===== config.mk =====
export PLATFORM = sky130hd
export DESIGN_NAME = dma_resp_initiator
export DESIGN_NICKNAME = d
export VERILOG_FILES = /design/src/logic/dma_pkg.sv /design/src/logic/dma_addr_counter.sv /design/src/logic/dma_done_table.sv /design/src/logic/dma_packet_buffer.sv /design/src/logic/dma_resp_fsm.sv /design/src/logic/dma_resp_initiator.sv
export VERILOG_INCLUDE_DIRS = /design/src /design/src/logic
export SDC_FILE = /design/constraint.sdc
export NUM_CORES = 1
export LEC_CHECK = 0
export BUFFER_PORTS_ARGS = -buffer_cell sky130_fd_sc_hd__buf_2
export CORE_ASPECT_RATIO = 1.1
export CORE_MARGIN = 1.5
export CORE_UTILIZATION = 35
export DETAILED_ROUTE_END_ITERATION = 6
export PLACE_DENSITY = 0.56
export SLEW_MARGIN = 0
export SYNTH_ARGS = -nofsm -noshare
export SYNTH_HDL_FRONTEND = slang
export SYNTH_SLANG_ARGS = --single-unit

===== constraint.sdc =====
create_clock -name clk -period 5.15 [get_ports clk]
set_clock_uncertainty 0.05 [all_clocks]
set_input_delay 0.2575 -clock clk [delete_from_list [all_inputs] [get_ports clk]]
set_output_delay 0.2575 -clock clk [all_outputs]
set_load 0.1 [all_outputs]

===== src/logic/dma_defines.svh =====
/* DMA response initiator
   Shared widths, flit and packet type codes, AHB encodings, buffer depth */

`ifndef DMA_DEFINES_SVH
`define DMA_DEFINES_SVH

// Bus and flit widths
`define DMA_ADDR_WIDTH          32
`define DMA_FLIT_TYPE_WIDTH     2
`define DMA_FLIT_WIDTH          34   // Type above content
`define DMA_FLIT_CONTENT_WIDTH  `DMA_ADDR_WIDTH

// Transfer table
`define DMA_TABLE_ENTRIES       4
`define DMA_TABLE_PTR_WIDTH     2

// Packet buffer depth in flits
`define DMA_PKT_BUF_DEPTH       16

// Flit type codes
`define DMA_FLIT_MIDDLE         2'b00
`define DMA_FLIT_FIRST          2'b01
`define DMA_FLIT_LAST           2'b10
`define DMA_FLIT_SINGLE         2'b11

// Header fields with packet type on top
`define DMA_PKT_TYPE_WIDTH      2
`define DMA_HDR_RSVD_WIDTH      27   // 32 - type - id - last flag
`define DMA_PKT_L2R_RESP        2'b10
`define DMA_PKT_R2L_RESP        2'b11

// AHB-Lite encodings
`define DMA_HTRANS_IDLE         2'b00
`define DMA_HTRANS_NONSEQ       2'b10
`define DMA_HTRANS_SEQ          2'b11
`define DMA_HBURST_INCR         3'b001

`endif


===== src/logic/dma_pkg.sv =====
/* DMA response initiator types
   Flit layout, header view, AHB write request and done event */

`default_nettype none

`include "dma_defines.svh"

package dma_pkg;

  ////////////////////////////////////////////////
  // Response header in the first flit of a packet
  ////////////////////////////////////////////////

  typedef struct packed {
    logic [`DMA_PKT_TYPE_WIDTH-1:0]  pkt_type;   // L2R or R2L response
    logic [`DMA_TABLE_PTR_WIDTH-1:0] table_id;   // Transfer table entry
    logic                            resp_last;  // Last packet of response
    logic [`DMA_HDR_RSVD_WIDTH-1:0]  rsvd;
  } resp_hdr_t;

  // Same 32 bits read as header or plain word
  typedef union packed {
    resp_hdr_t                          hdr;
    logic [`DMA_FLIT_CONTENT_WIDTH-1:0] word;  // Address or data
  } flit_content_u;

  typedef struct packed {
    logic [`DMA_FLIT_TYPE_WIDTH-1:0] ftype;    // FIRST/MIDDLE/LAST/SINGLE
    flit_content_u                   content;
  } flit_t;

  ////////////////////////////////////////////////
  // Outbound AHB-Lite write request
  ////////////////////////////////////////////////

  typedef struct packed {
    logic                       hsel;
    logic                       hwrite;
    logic                       hmastlock;
    logic [1:0]                 htrans;
    logic [2:0]                 hburst;
    logic [`DMA_ADDR_WIDTH-1:0] haddr;
    logic [`DMA_ADDR_WIDTH-1:0] hwdata;
  } ahb_wr_t;

  // One-cycle completion pulse for a table entry
  typedef struct packed {
    logic                            valid;
    logic [`DMA_TABLE_PTR_WIDTH-1:0] pos;
  } done_evt_t;

endpackage

`default_nettype wire


===== src/logic/dma_addr_counter.sv =====
/* Write-address and beat counter
   Loaded from the address flit, stepped once per completed beat */

`timescale 1ns/10ps
`default_nettype none

`include "dma_defines.svh"

module dma_addr_counter (
  input  wire                        clk,
  input  wire                        rst,
  input  wire                        load,        // New packet base
  input  wire [`DMA_ADDR_WIDTH-1:0]  base,
  input  wire                        step,        // Beat done
  output logic [`DMA_ADDR_WIDTH-1:0] addr,
  output logic                       first_beat
);

  // Word count spanning the whole address space
  logic [`DMA_ADDR_WIDTH-3:0] beat_cnt;

  ////////////////////////////////////////////////
  // Address register
  ////////////////////////////////////////////////

  always_ff @(posedge clk) begin
    if (load) begin
      addr <= base;
    end else if (step) begin
      addr <= addr + `DMA_ADDR_WIDTH'(4);  // Next word
    end
  end

  always_ff @(posedge clk) begin
    if (rst) begin
      beat_cnt <= '0;
    end else if (load) begin
      beat_cnt <= '0;
    end else if (step) begin
      beat_cnt <= beat_cnt + 1'b1;
    end
  end

  assign first_beat = (beat_cnt == '0);   // Selects NONSEQ

  a_load_step_excl: assert property (@(posedge clk) disable iff (rst)
    !(load && step))
    else $error("address counter load and step together");

endmodule

`default_nettype wire


===== src/logic/dma_done_table.sv =====
/* Transfer table done vector
   One sticky bit per entry, set by done events, cleared by the host */

`timescale 1ns/10ps
`default_nettype none

`include "dma_defines.svh"

module dma_done_table
  import dma_pkg::*;
(
  input  wire                            clk,
  input  wire                            rst,

  // From the response FSM
  input  wire done_evt_t                 done_evt,

  // Host clear
  input  wire                            clr_en,
  input  wire [`DMA_TABLE_PTR_WIDTH-1:0] clr_pos,

  output logic [`DMA_TABLE_ENTRIES-1:0]  done_vec
);

  ////////////////////////////////////////////////
  // Sticky bits
  ////////////////////////////////////////////////

  always_ff @(posedge clk) begin
    if (rst) begin
      done_vec <= '0;
    end else begin
      if (clr_en) begin
        done_vec[clr_pos] <= 1'b0;
      end
      // Set comes last and wins a same-entry clash
      if (done_evt.valid) begin
        done_vec[done_evt.pos] <= 1'b1;
      end
    end
  end

  // Entry must be cleared before it completes again
  a_no_double_done: assert property (@(posedge clk) disable iff (rst)
    done_evt.valid |-> !done_vec[done_evt.pos])
    else $error("done event for entry %0d already set", done_evt.pos);

endmodule

`default_nettype wire


===== src/logic/dma_packet_buffer.sv =====
/* Flit FIFO between the NoC link and the response FSM
   Circular buffer, one push and one pop per cycle */

`timescale 1ns/10ps
`default_nettype none

`include "dma_defines.svh"

module dma_packet_buffer
  import dma_pkg::*;
(
  input  wire   clk,
  input  wire   rst,

  // NoC side
  input  wire flit_t in_flit,
  input  wire   in_valid,
  output logic  in_ready,

  // FSM side
  output flit_t out_flit,
  output logic  out_valid,
  input  wire   out_ready
);

  localparam int DEPTH = `DMA_PKT_BUF_DEPTH;
  localparam int PTR_W = $clog2(DEPTH);

  ////////////////////////////////////////////////
  // Storage and pointers
  ////////////////////////////////////////////////

  logic [`DMA_FLIT_WIDTH-1:0] mem [DEPTH];  // Raw flit words
  logic [PTR_W-1:0]           wr_ptr;
  logic [PTR_W-1:0]           rd_ptr;
  logic [PTR_W:0]             count;        // Occupancy 0..DEPTH

  logic push;
  logic pop;
  logic full;
  logic empty;

  assign full  = (count == (PTR_W + 1)'(DEPTH));
  assign empty = (count == '0);

  assign in_ready  = !full;   // Only back-pressure is full
  assign out_valid = !empty;
  assign out_flit  = flit_t'(mem[rd_ptr]);  // Head of queue

  assign push = in_valid && in_ready;
  assign pop  = out_valid && out_ready;

  // Payload write
  always_ff @(posedge clk) begin
    if (push) mem[wr_ptr] <= in_flit;
  end

  // Pointers wrap at DEPTH
  always_ff @(posedge clk) begin
    if (rst) begin
      wr_ptr <= '0;
      rd_ptr <= '0;
      count  <= '0;
    end else begin
      if (push) wr_ptr <= (wr_ptr == PTR_W'(DEPTH - 1)) ? '0 : wr_ptr + 1'b1;
      if (pop)  rd_ptr <= (rd_ptr == PTR_W'(DEPTH - 1)) ? '0 : rd_ptr + 1'b1;
      count <= count + {{PTR_W{1'b0}}, push} - {{PTR_W{1'b0}}, pop};  // Unchanged when both
    end
  end

  // Neither side may move a flit past the limits
  a_no_overflow: assert property (@(posedge clk) disable iff (rst)
    in_valid && in_ready |-> count < (PTR_W + 1)'(DEPTH))
    else $error("packet buffer write while full");

  a_no_underflow: assert property (@(posedge clk) disable iff (rst)
    out_valid && out_ready |-> count != '0)
    else $error("packet buffer read while empty");

endmodule

`default_nettype wire


===== src/logic/dma_resp_fsm.sv =====
/* Response FSM
   Decodes packet headers, sequences AHB write beats, flags completions */

`timescale 1ns/10ps
`default_nettype none

`include "dma_defines.svh"

module dma_resp_fsm
  import dma_pkg::*;
(
  input  wire        clk,
  input  wire        rst,

  // Packet buffer
  input  wire flit_t buf_flit,
  input  wire        buf_valid,
  output logic       buf_ready,

  // AHB-Lite write master
  input  wire        ahb_hready,
  output ahb_wr_t    ahb_wr,

  // Address counter
  input  wire [`DMA_ADDR_WIDTH-1:0] cnt_addr,
  input  wire        cnt_first_beat,
  output logic       cnt_load,
  output logic       cnt_step,

  // Completion pulse
  output done_evt_t  done_evt
);

  typedef enum logic [1:0] {
    ST_IDLE,
    ST_GET_SIZE,
    ST_GET_ADDR,
    ST_DATA
  } state_t;

  state_t state;
  state_t nxt_state;

  logic [`DMA_TABLE_PTR_WIDTH-1:0] resp_id;    // Entry of current packet
  logic [`DMA_TABLE_PTR_WIDTH-1:0] nxt_resp_id;
  logic                            resp_last;  // Header's last flag
  logic                            nxt_resp_last;
  logic                            last_flit;

  // LAST closes a multi-flit packet, SINGLE a lone data flit
  assign last_flit = (buf_flit.ftype == `DMA_FLIT_LAST) ||
                     (buf_flit.ftype == `DMA_FLIT_SINGLE);

  ////////////////////////////////////////////////
  // Next state and outputs
  ////////////////////////////////////////////////

  always_comb begin
    nxt_state     = state;
    nxt_resp_id   = resp_id;
    nxt_resp_last = resp_last;
    buf_ready     = 1'b0;
    cnt_load      = 1'b0;
    cnt_step      = 1'b0;
    done_evt      = '0;
    ahb_wr        = '0;
    ahb_wr.haddr  = cnt_addr;               // Address and data phase together
    ahb_wr.hwdata = buf_flit.content.word;

    case (state)
      ST_IDLE: begin
        buf_ready = 1'b1;                   // Headers always drain
        if (buf_valid) begin
          nxt_resp_id   = buf_flit.content.hdr.table_id;
          nxt_resp_last = buf_flit.content.hdr.resp_last;
          if (buf_flit.content.hdr.pkt_type == `DMA_PKT_L2R_RESP) begin
            done_evt.valid = 1'b1;          // Single flit completes at once
            done_evt.pos   = buf_flit.content.hdr.table_id;
          end else if (buf_flit.content.hdr.pkt_type == `DMA_PKT_R2L_RESP) begin
            nxt_state = ST_GET_SIZE;
          end
          // Unknown type dropped
        end
      end

      ST_GET_SIZE: begin
        buf_ready = 1'b1;                   // Size word unused
        if (buf_valid) nxt_state = ST_GET_ADDR;
      end

      ST_GET_ADDR: begin
        buf_ready = 1'b1;
        if (buf_valid) begin
          cnt_load  = 1'b1;                 // Base from flit word
          nxt_state = ST_DATA;
        end
      end

      ST_DATA: begin
        ahb_wr.hmastlock = 1'b1;            // Locked for whole sequence
        ahb_wr.hburst    = `DMA_HBURST_INCR;
        if (buf_valid) begin
          ahb_wr.hsel   = 1'b1;
          ahb_wr.hwrite = 1'b1;
          ahb_wr.htrans = cnt_first_beat ? `DMA_HTRANS_NONSEQ : `DMA_HTRANS_SEQ;
        end
        buf_ready = ahb_hready;             // Hold flit through wait states
        if (buf_valid && ahb_hready) begin
          cnt_step = 1'b1;
          if (last_flit) begin
            nxt_state = ST_IDLE;
            if (resp_last) begin
              done_evt.valid = 1'b1;
              done_evt.pos   = resp_id;
            end
          end
        end
      end

      default: nxt_state = ST_IDLE;
    endcase
  end

  always_ff @(posedge clk) begin
    if (rst) begin
      state     <= ST_IDLE;
      resp_id   <= '0;
      resp_last <= 1'b0;
    end else begin
      state     <= nxt_state;
      resp_id   <= nxt_resp_id;
      resp_last <= nxt_resp_last;
    end
  end

  a_hsel_in_data: assert property (@(posedge clk) disable iff (rst)
    ahb_wr.hsel |-> state == ST_DATA)
    else $error("hsel outside data state");

  // Stalled beat keeps address and data until hready returns
  a_stall_hold: assert property (@(posedge clk) disable iff (rst)
    ahb_wr.hsel && !ahb_hready |=>
      ahb_wr.hsel && $stable(ahb_wr.haddr) && $stable(ahb_wr.hwdata))
    else $error("beat changed during wait state");

endmodule

`default_nettype wire


===== src/logic/dma_resp_initiator.sv =====
/* DMA response initiator
   NoC response packets in, AHB-Lite write beats and completion status out */

`timescale 1ns/10ps
`default_nettype none

`include "dma_defines.svh"

module dma_resp_initiator
  import dma_pkg::*;
(
  input  wire                            clk,
  input  wire                            rst,

  // NoC link
  input  wire flit_t                     noc_in,
  input  wire                            noc_in_valid,
  output logic                           noc_in_ready,

  // AHB-Lite write master
  input  wire                            ahb_hready,
  output ahb_wr_t                        ahb_wr,

  // Completion
  output done_evt_t                      done_evt,
  input  wire                            clr_en,
  input  wire [`DMA_TABLE_PTR_WIDTH-1:0] clr_pos,
  output logic [`DMA_TABLE_ENTRIES-1:0]  done_vec
);

  ////////////////////////////////////////////////
  // Internal links
  ////////////////////////////////////////////////

  flit_t                      buf_flit;   // Head of packet buffer
  logic                       buf_valid;
  logic                       buf_ready;
  logic                       cnt_load;
  logic                       cnt_step;
  logic [`DMA_ADDR_WIDTH-1:0] cnt_addr;   // Current beat address
  logic                       cnt_first_beat;

  dma_packet_buffer u_buf (
    .clk       (clk),
    .rst       (rst),
    .in_flit   (noc_in),
    .in_valid  (noc_in_valid),
    .in_ready  (noc_in_ready),
    .out_flit  (buf_flit),
    .out_valid (buf_valid),
    .out_ready (buf_ready)
  );

  dma_resp_fsm u_fsm (
    .clk            (clk),
    .rst            (rst),
    .buf_flit       (buf_flit),
    .buf_valid      (buf_valid),
    .buf_ready      (buf_ready),
    .ahb_hready     (ahb_hready),
    .ahb_wr         (ahb_wr),
    .cnt_addr       (cnt_addr),
    .cnt_first_beat (cnt_first_beat),
    .cnt_load       (cnt_load),
    .cnt_step       (cnt_step),
    .done_evt       (done_evt)
  );

  // Base comes straight from the address flit word
  dma_addr_counter u_cnt (
    .clk        (clk),
    .rst        (rst),
    .load       (cnt_load),
    .base       (buf_flit.content.word),
    .step       (cnt_step),
    .addr       (cnt_addr),
    .first_beat (cnt_first_beat)
  );

  dma_done_table u_done (
    .clk      (clk),
    .rst      (rst),
    .done_evt (done_evt),
    .clr_en   (clr_en),
    .clr_pos  (clr_pos),
    .done_vec (done_vec)
  );

endmodule

`default_nettype wire


== Word-level counts from Yosys, hierarchy flattened ==
Memory sizes are Yosys's and may differ from the RTL's. A register that Yosys moved wholly into a read port is not among the register bits.
Index checks and enable logic that the tools add are counted.

* Add/sub/neg operators: 6
* Order comparisons: 4
* Equality and inequality tests: 17
* Muxes and demuxes: 38
* Bitwise logic cells: 4
* Reductions and logical operators: 16

{| class="wikitable"
|+ Operators by type and width
! operator !! number
|-
| $mux W32 || 2
|-
| $add A32 B3 Y32 const B || 1
|-
| $add A30 B1 Y30 const B || 1
|-
| $logic_not A30 Y1 || 1
|-
| $mux W4 || 7
|-
| $mux W2 || 9
|-
| $mux W3 || 5
|-
| $eq A2 B2 Y1 const B || 6
|-
| $mux W1 || 9
|-
| $add A4 B1 Y4 const B || 2
|-
| $eq A4 B4 Y1 const B || 2
|-
| $mux W8 || 1
|-
| $ne A2 B2 Y1 const B || 4
|-
| $pmux W2 S4 || 1
|-
| $reduce_and A7 Y1 || 1
|-
| $lt A2 B3 Y1 const B || 2
|-
| $ne A2 B1 Y1 const B || 3
|-
| $pmux W3 S2 || 1
|-
| $add A5 B1 Y5 || 1
|-
| $eq A5 B5 Y1 const B || 1
|-
| $logic_and A1 B1 Y1 || 5
|-
| $logic_not A5 Y1 || 1
|-
| $sub A5 B1 Y5 || 1
|-
| $and A4 B4 Y4 || 1
|-
| 14 further kinds || 17
|}

* Register bits: 84
* RAM bits: 544
* Input bits: 41
* Output and inout port bits: 80
* Logic and storage cells: 95
* Memories kept: 1

{| class="wikitable"
|+ Memories
! name !! words !! bits a word !! rd ports !! clocked after Yosys merged registers in !! wr ports !! line !! text
|-
| u_buf.mem || 16 || 34 || 1 || 1 || 1 || dma_packet_buffer.sv:33 || <nowiki>logic [`DMA_FLIT_WIDTH-1:0] mem [DEPTH];</nowiki>
|}

== Longest topological paths before layout ==
* Depth after elaboration: 11
* Depth in mapped cells: 12
* Depth with buffers taken out: 12

== Hierarchy ==
Synthesis repeated with hierarchy kept, for this count alone.

* Cells, all modules: 1445
* Area total of the unflattened synthesis: 25699.6 um2

{| class="wikitable"
|+ Modules (own cells, without submodules)
! module !! instances !! cells each !! area each (um2)
|-
| dma_packet_buffer || 1 || 936 || 21216.6
|-
| dma_addr_counter || 1 || 375 || 3402.0
|-
| dma_resp_fsm || 1 || 117 || 900.9
|-
| dma_done_table || 1 || 17 || 180.2
|}

== Worst setup path before layout ==
OpenSTA, ideal clock, no wires.

* Kind: register to register
* From: register u_buf.count[2]
* To: memory u_buf.mem[0][0] in the netlist's numbering (enable)
* Library setup time: 0.507 ns
* Arrival: 4.833 ns
* Required time: 4.593 ns
* Slack: -0.240 ns
* Cell stages (with the launch flop): 6
* Cells stage by stage: dfxtp_1 -> inv_1 -> ha_1 -> nand4_1 -> nand2_1 -> nor4_1

* Longest elaborated chain between the ends: 5

{| class="wikitable"
|+ RTL lines
! element !! line !! text
|-
| from (decl) || dma_packet_buffer.sv:36 || <nowiki>logic [PTR_W:0] count;</nowiki>
|-
| from (signal assigned) || dma_packet_buffer.sv:67 || <nowiki>count <= count + {{PTR_W{1'b0}}, push} - {{PTR_W{1'b0}}, pop};</nowiki>
|-
| $eq A5 B5 Y1 || dma_packet_buffer.sv:43 || <nowiki>assign full = (count == (PTR_W + 1)'(DEPTH));</nowiki>
|-
| $logic_not A1 Y1 || dma_packet_buffer.sv:46 || <nowiki>assign in_ready = !full;</nowiki>
|-
| named net noc_in_ready || dma_resp_initiator.sv:18 || <nowiki>output logic noc_in_ready,</nowiki>
|-
| $logic_and A1 B1 Y1 || dma_packet_buffer.sv:50 || <nowiki>assign push = in_valid && in_ready;</nowiki>
|-
| $mux W1 || dma_packet_buffer.sv:55 || <nowiki>if (push) mem[wr_ptr] <= in_flit;</nowiki>
|-
| $mux W1 (implied by the code) || dma_packet_buffer.sv:55 ||
|-
| to (decl) || dma_packet_buffer.sv:33 ||
|}

The timed path passes the listed nets, and every way through them passes these cells.

==> run_results.csv <==
group,metric,value,unit
run_status,status,"finished clean",
detailed_routing,drt_iter0_drc,953,
synthesis,syn_area_per_cell,19.3,µm²
final_layout,fin_area,28900,µm²
final_layout,register_area,17900,µm²
timing,tightest_slew,1.19,ns
placed_design,place.gp.congestion,0.766,
global_routing,gr-usage-all-layers,16.7,%
placed_design,postPlaceCellArea,26300,µm²
placed_design,portBuffers,117,
clock_network,cts_htree_levels,3,
synthesis,syn-cell-area,24500,µm²
detailed_routing,drc,0,
floorplanning,io_pins,121,
global_routing,grt_pass1_wl,86.4,mm
global_routing,grt_max_degree,47,
timing,fin_setup_tns,0,ns
detailed_routing,wl_met3,2.63,mm
final_layout,utilization,41.8,%
detailed_routing,dr_wl_met2,28.5,mm
pwr,p_per_area,519,nW/µm²
clock_network,cts_root_buffer,"clkbuf_16",
global_routing,grt-ovfl-total,0,
detailed_routing,top_layer_used,"met5",
worst_setup_path,worstSetupEndpointType,"primary output",
synthesis,syn_inst,1266,
synthesis,ys_ff_latch,616,
run,cap_viol_max_count,0,
worst_setup_path,required,4.84,ns
synthesis,synth_flop_cell,"edfxtp_1",
final_layout,fin_nets,1527,
pwr,power_leakage,0.00925,µW
synthesis,synth-edff-count,560,
pwr,switching_power,5160,µW
clock_network,cts_buffers,67,
final_layout,drive_gt1_share,28.1,%
pwr,p_int,9820,µW
floorplanning,start_util,35.4,%
pwr,irDropWorstVdd,0.000352,V
worst_setup_path,criticalPathCategory,"flop to primary output",
final_layout,final_cell_count_no_fill,2439,
timing,fmax,252,MHz
floorplanning,die_height,280,µm
hold_path,min_path_type,"input port to flop",
synthesis,yosys.cell_types.count,49,
clock_network,cts.clk_slew.worst_paths,0.06,ns
synthesis,yosysSeqAreaShare,73.2,%
floorplanning,dieWidth,255,µm
final_layout,antenna_cells,0,
floorplanning,dieArea,71600,µm²
synthesis,synth-async-reset-ratio,0,%
detailed_routing,ant_nets,0,
final_layout,area_delta_synth_final,17.9,%
pwr,comb_power_share,28.1,%
timing,fin_crit_sh,76.9,%
hold_path,worstHoldStart,"ahb_hready",
pwr,swShare,34.4,%
synthesis,ys_warn_count,0,
timing,finalHoldViolCount,0,
global_routing,grt_pass1_vias,13200,
clock_network,cts.sinks,616,
detailed_routing,wirelength_met1,25.7,mm
timing,slew_violations,0,
clock_network,cts_tree,"built",
timing,relSlewSlack,20.0,%
final_layout,fillers,6139,
detailed_routing,avgRoutedWirePerCell,23.8,µm
final_layout,layout_common_cells,"560 x edfxtp_1, 157 x mux4_2, 117 x buf_2",
worst_setup_path,crit_path_start_kind,"flop",
final_layout,layout_commonest_cell,"edfxtp_1",
detailed_routing,routed_wl,58.0,mm
timing,rsz0062_at_grt,"no",
final_layout,multiInputGateArea,6240,µm²
detailed_routing,via_count,12600,
clock_network,cts.path.max_buffers,3,
floorplanning,rows,101,
worst_setup_path,arrival,3.65,ns
floorplanning,coreArea,69100,µm²
pwr,clock_power_share,31.8,%
clock_network,worstSkewPairLatency,0.62,ns
placed_design,place_hpwl,32.9,mm
timing,period_needed,3.96,ns
pwr,seqPwrFrac,40.1,%
detailed_routing,first_pass_iters,4,
timing,setup_viol_count_final,0,
placed_design,dp.cells,2285,
worst_setup_path,critPathMaxFanout,44,
global_routing,antenna_found_initial,2,
pwr,total_power,15000,µW
detailed_routing,vias_per_cell,5.16,
-- Yosys cell counts (all sizes together) (11+ instances only) --
cell type	count	area, µm²
inv	30	113
dfxtp	56	1120
a21oi	15	75.1
edfxtp	560	16800
nor4	14	93.8
clkbuf	23	86.3
xor2	41	359
nor2	58	218
and3	11	73.8
nor3	11	55.1
buf	37	209
ha	19	238
o21ai	31	155
mux4	161	3640
nand4	19	119
nand2	63	236
xnor2	21	184
nand3	33	165
-- power groups by stage --
stage | combinational (µW) | sequential [µW] | clock, µW
floorplan | 3070 | 6340 | 0
global placement | 4210 | 6120 | 0
detailed placement | 4230 | 6120 | 0
CTS | 4270 | 6020 | 4870
global route | 4460 | 6050 | 5050
finish | 4210 | 6010 | 4760
-- layout make-up --
type | instances | share of cell area [%]
Sequential cell | 616 | 62.2
Multi-Input combinational cell | 561 | 21.6
Clock buffer | 78 | 6.02
Timing Repair Buffer | 190 | 4.31
Tap cell | 927 | 4.02
Clock inverter | 37 | 1.46
Inverter | 30 | 0.390
-- cell families after synthesis --
kind of cell	share of synthesized area [%]
XOR/XNOR	2.22
other	0.0153
AND/OR/NAND/NOR	4.87
multiplexers	15.2
flip-flops	73.2
adder cells (fa/ha/maj)	1.05
AO/OA/AOI/OAI	1.79
buffers and inverters	1.67
-- registers in the layout, summed over array words and instances (netlist names), named ones only --
register	count
u_buf.wr_ptr	4
u_cnt.beat_cnt	30
u_buf.mem	528
u_fsm.state	2
u_done.done_vec	4
u_fsm.resp_last	1
u_buf.count	5
u_cnt.addr	32
u_fsm.resp_id	2
u_buf.rd_ptr	4
-- routing by layer --
layer / global-route usage [%] / vias up
li1: - / 5505
met4: 5.42 / 4
met3: 2.78 / 74
met1: 23.0 / 6689
met2: 27.0 / 321
met5: 0 / -
-- final timing paths --
path                             end  slack (ns)  cells past startpoint
hold / removal     u_cnt.beat_cnt[2]        0.11                      4
setup reg to reg  u_done.done_vec[3]        1.53                      8
hold reg to reg      u_fsm.resp_last        0.42                      2
setup / recovery         done_evt[0]        1.19                      7
-- worst max-delay path: stages, from the launching register on --
cell and delay [ns]:
dfxtp_4 0.81, buf_4 0.43, mux4_2 0.37, nand2_1 0.08, and4_1 0.49, a32oi_4 0.21, nor2_1 0.14, buf_2 0.44
-- per-stage QoR --
step           hold WS [ns]  setup slack [ns]
6_report              0.107              1.19
5_1_grt               0.146             0.965
4_1_cts              0.0681              1.06
3_5_place_dp          0.403              1.72
3_3_place_gp          0.401              1.71
2_1_floorplan         0.306            -0.240
-- repair_timing --
item                      4_1_cts  5_1_grt
gates resized for setup         0        0
hold buffers                   39        0
hold endpoints to repair      542        0
buffers inserted                0        0
Note: power is estimated with default switching activity, not from simulation.
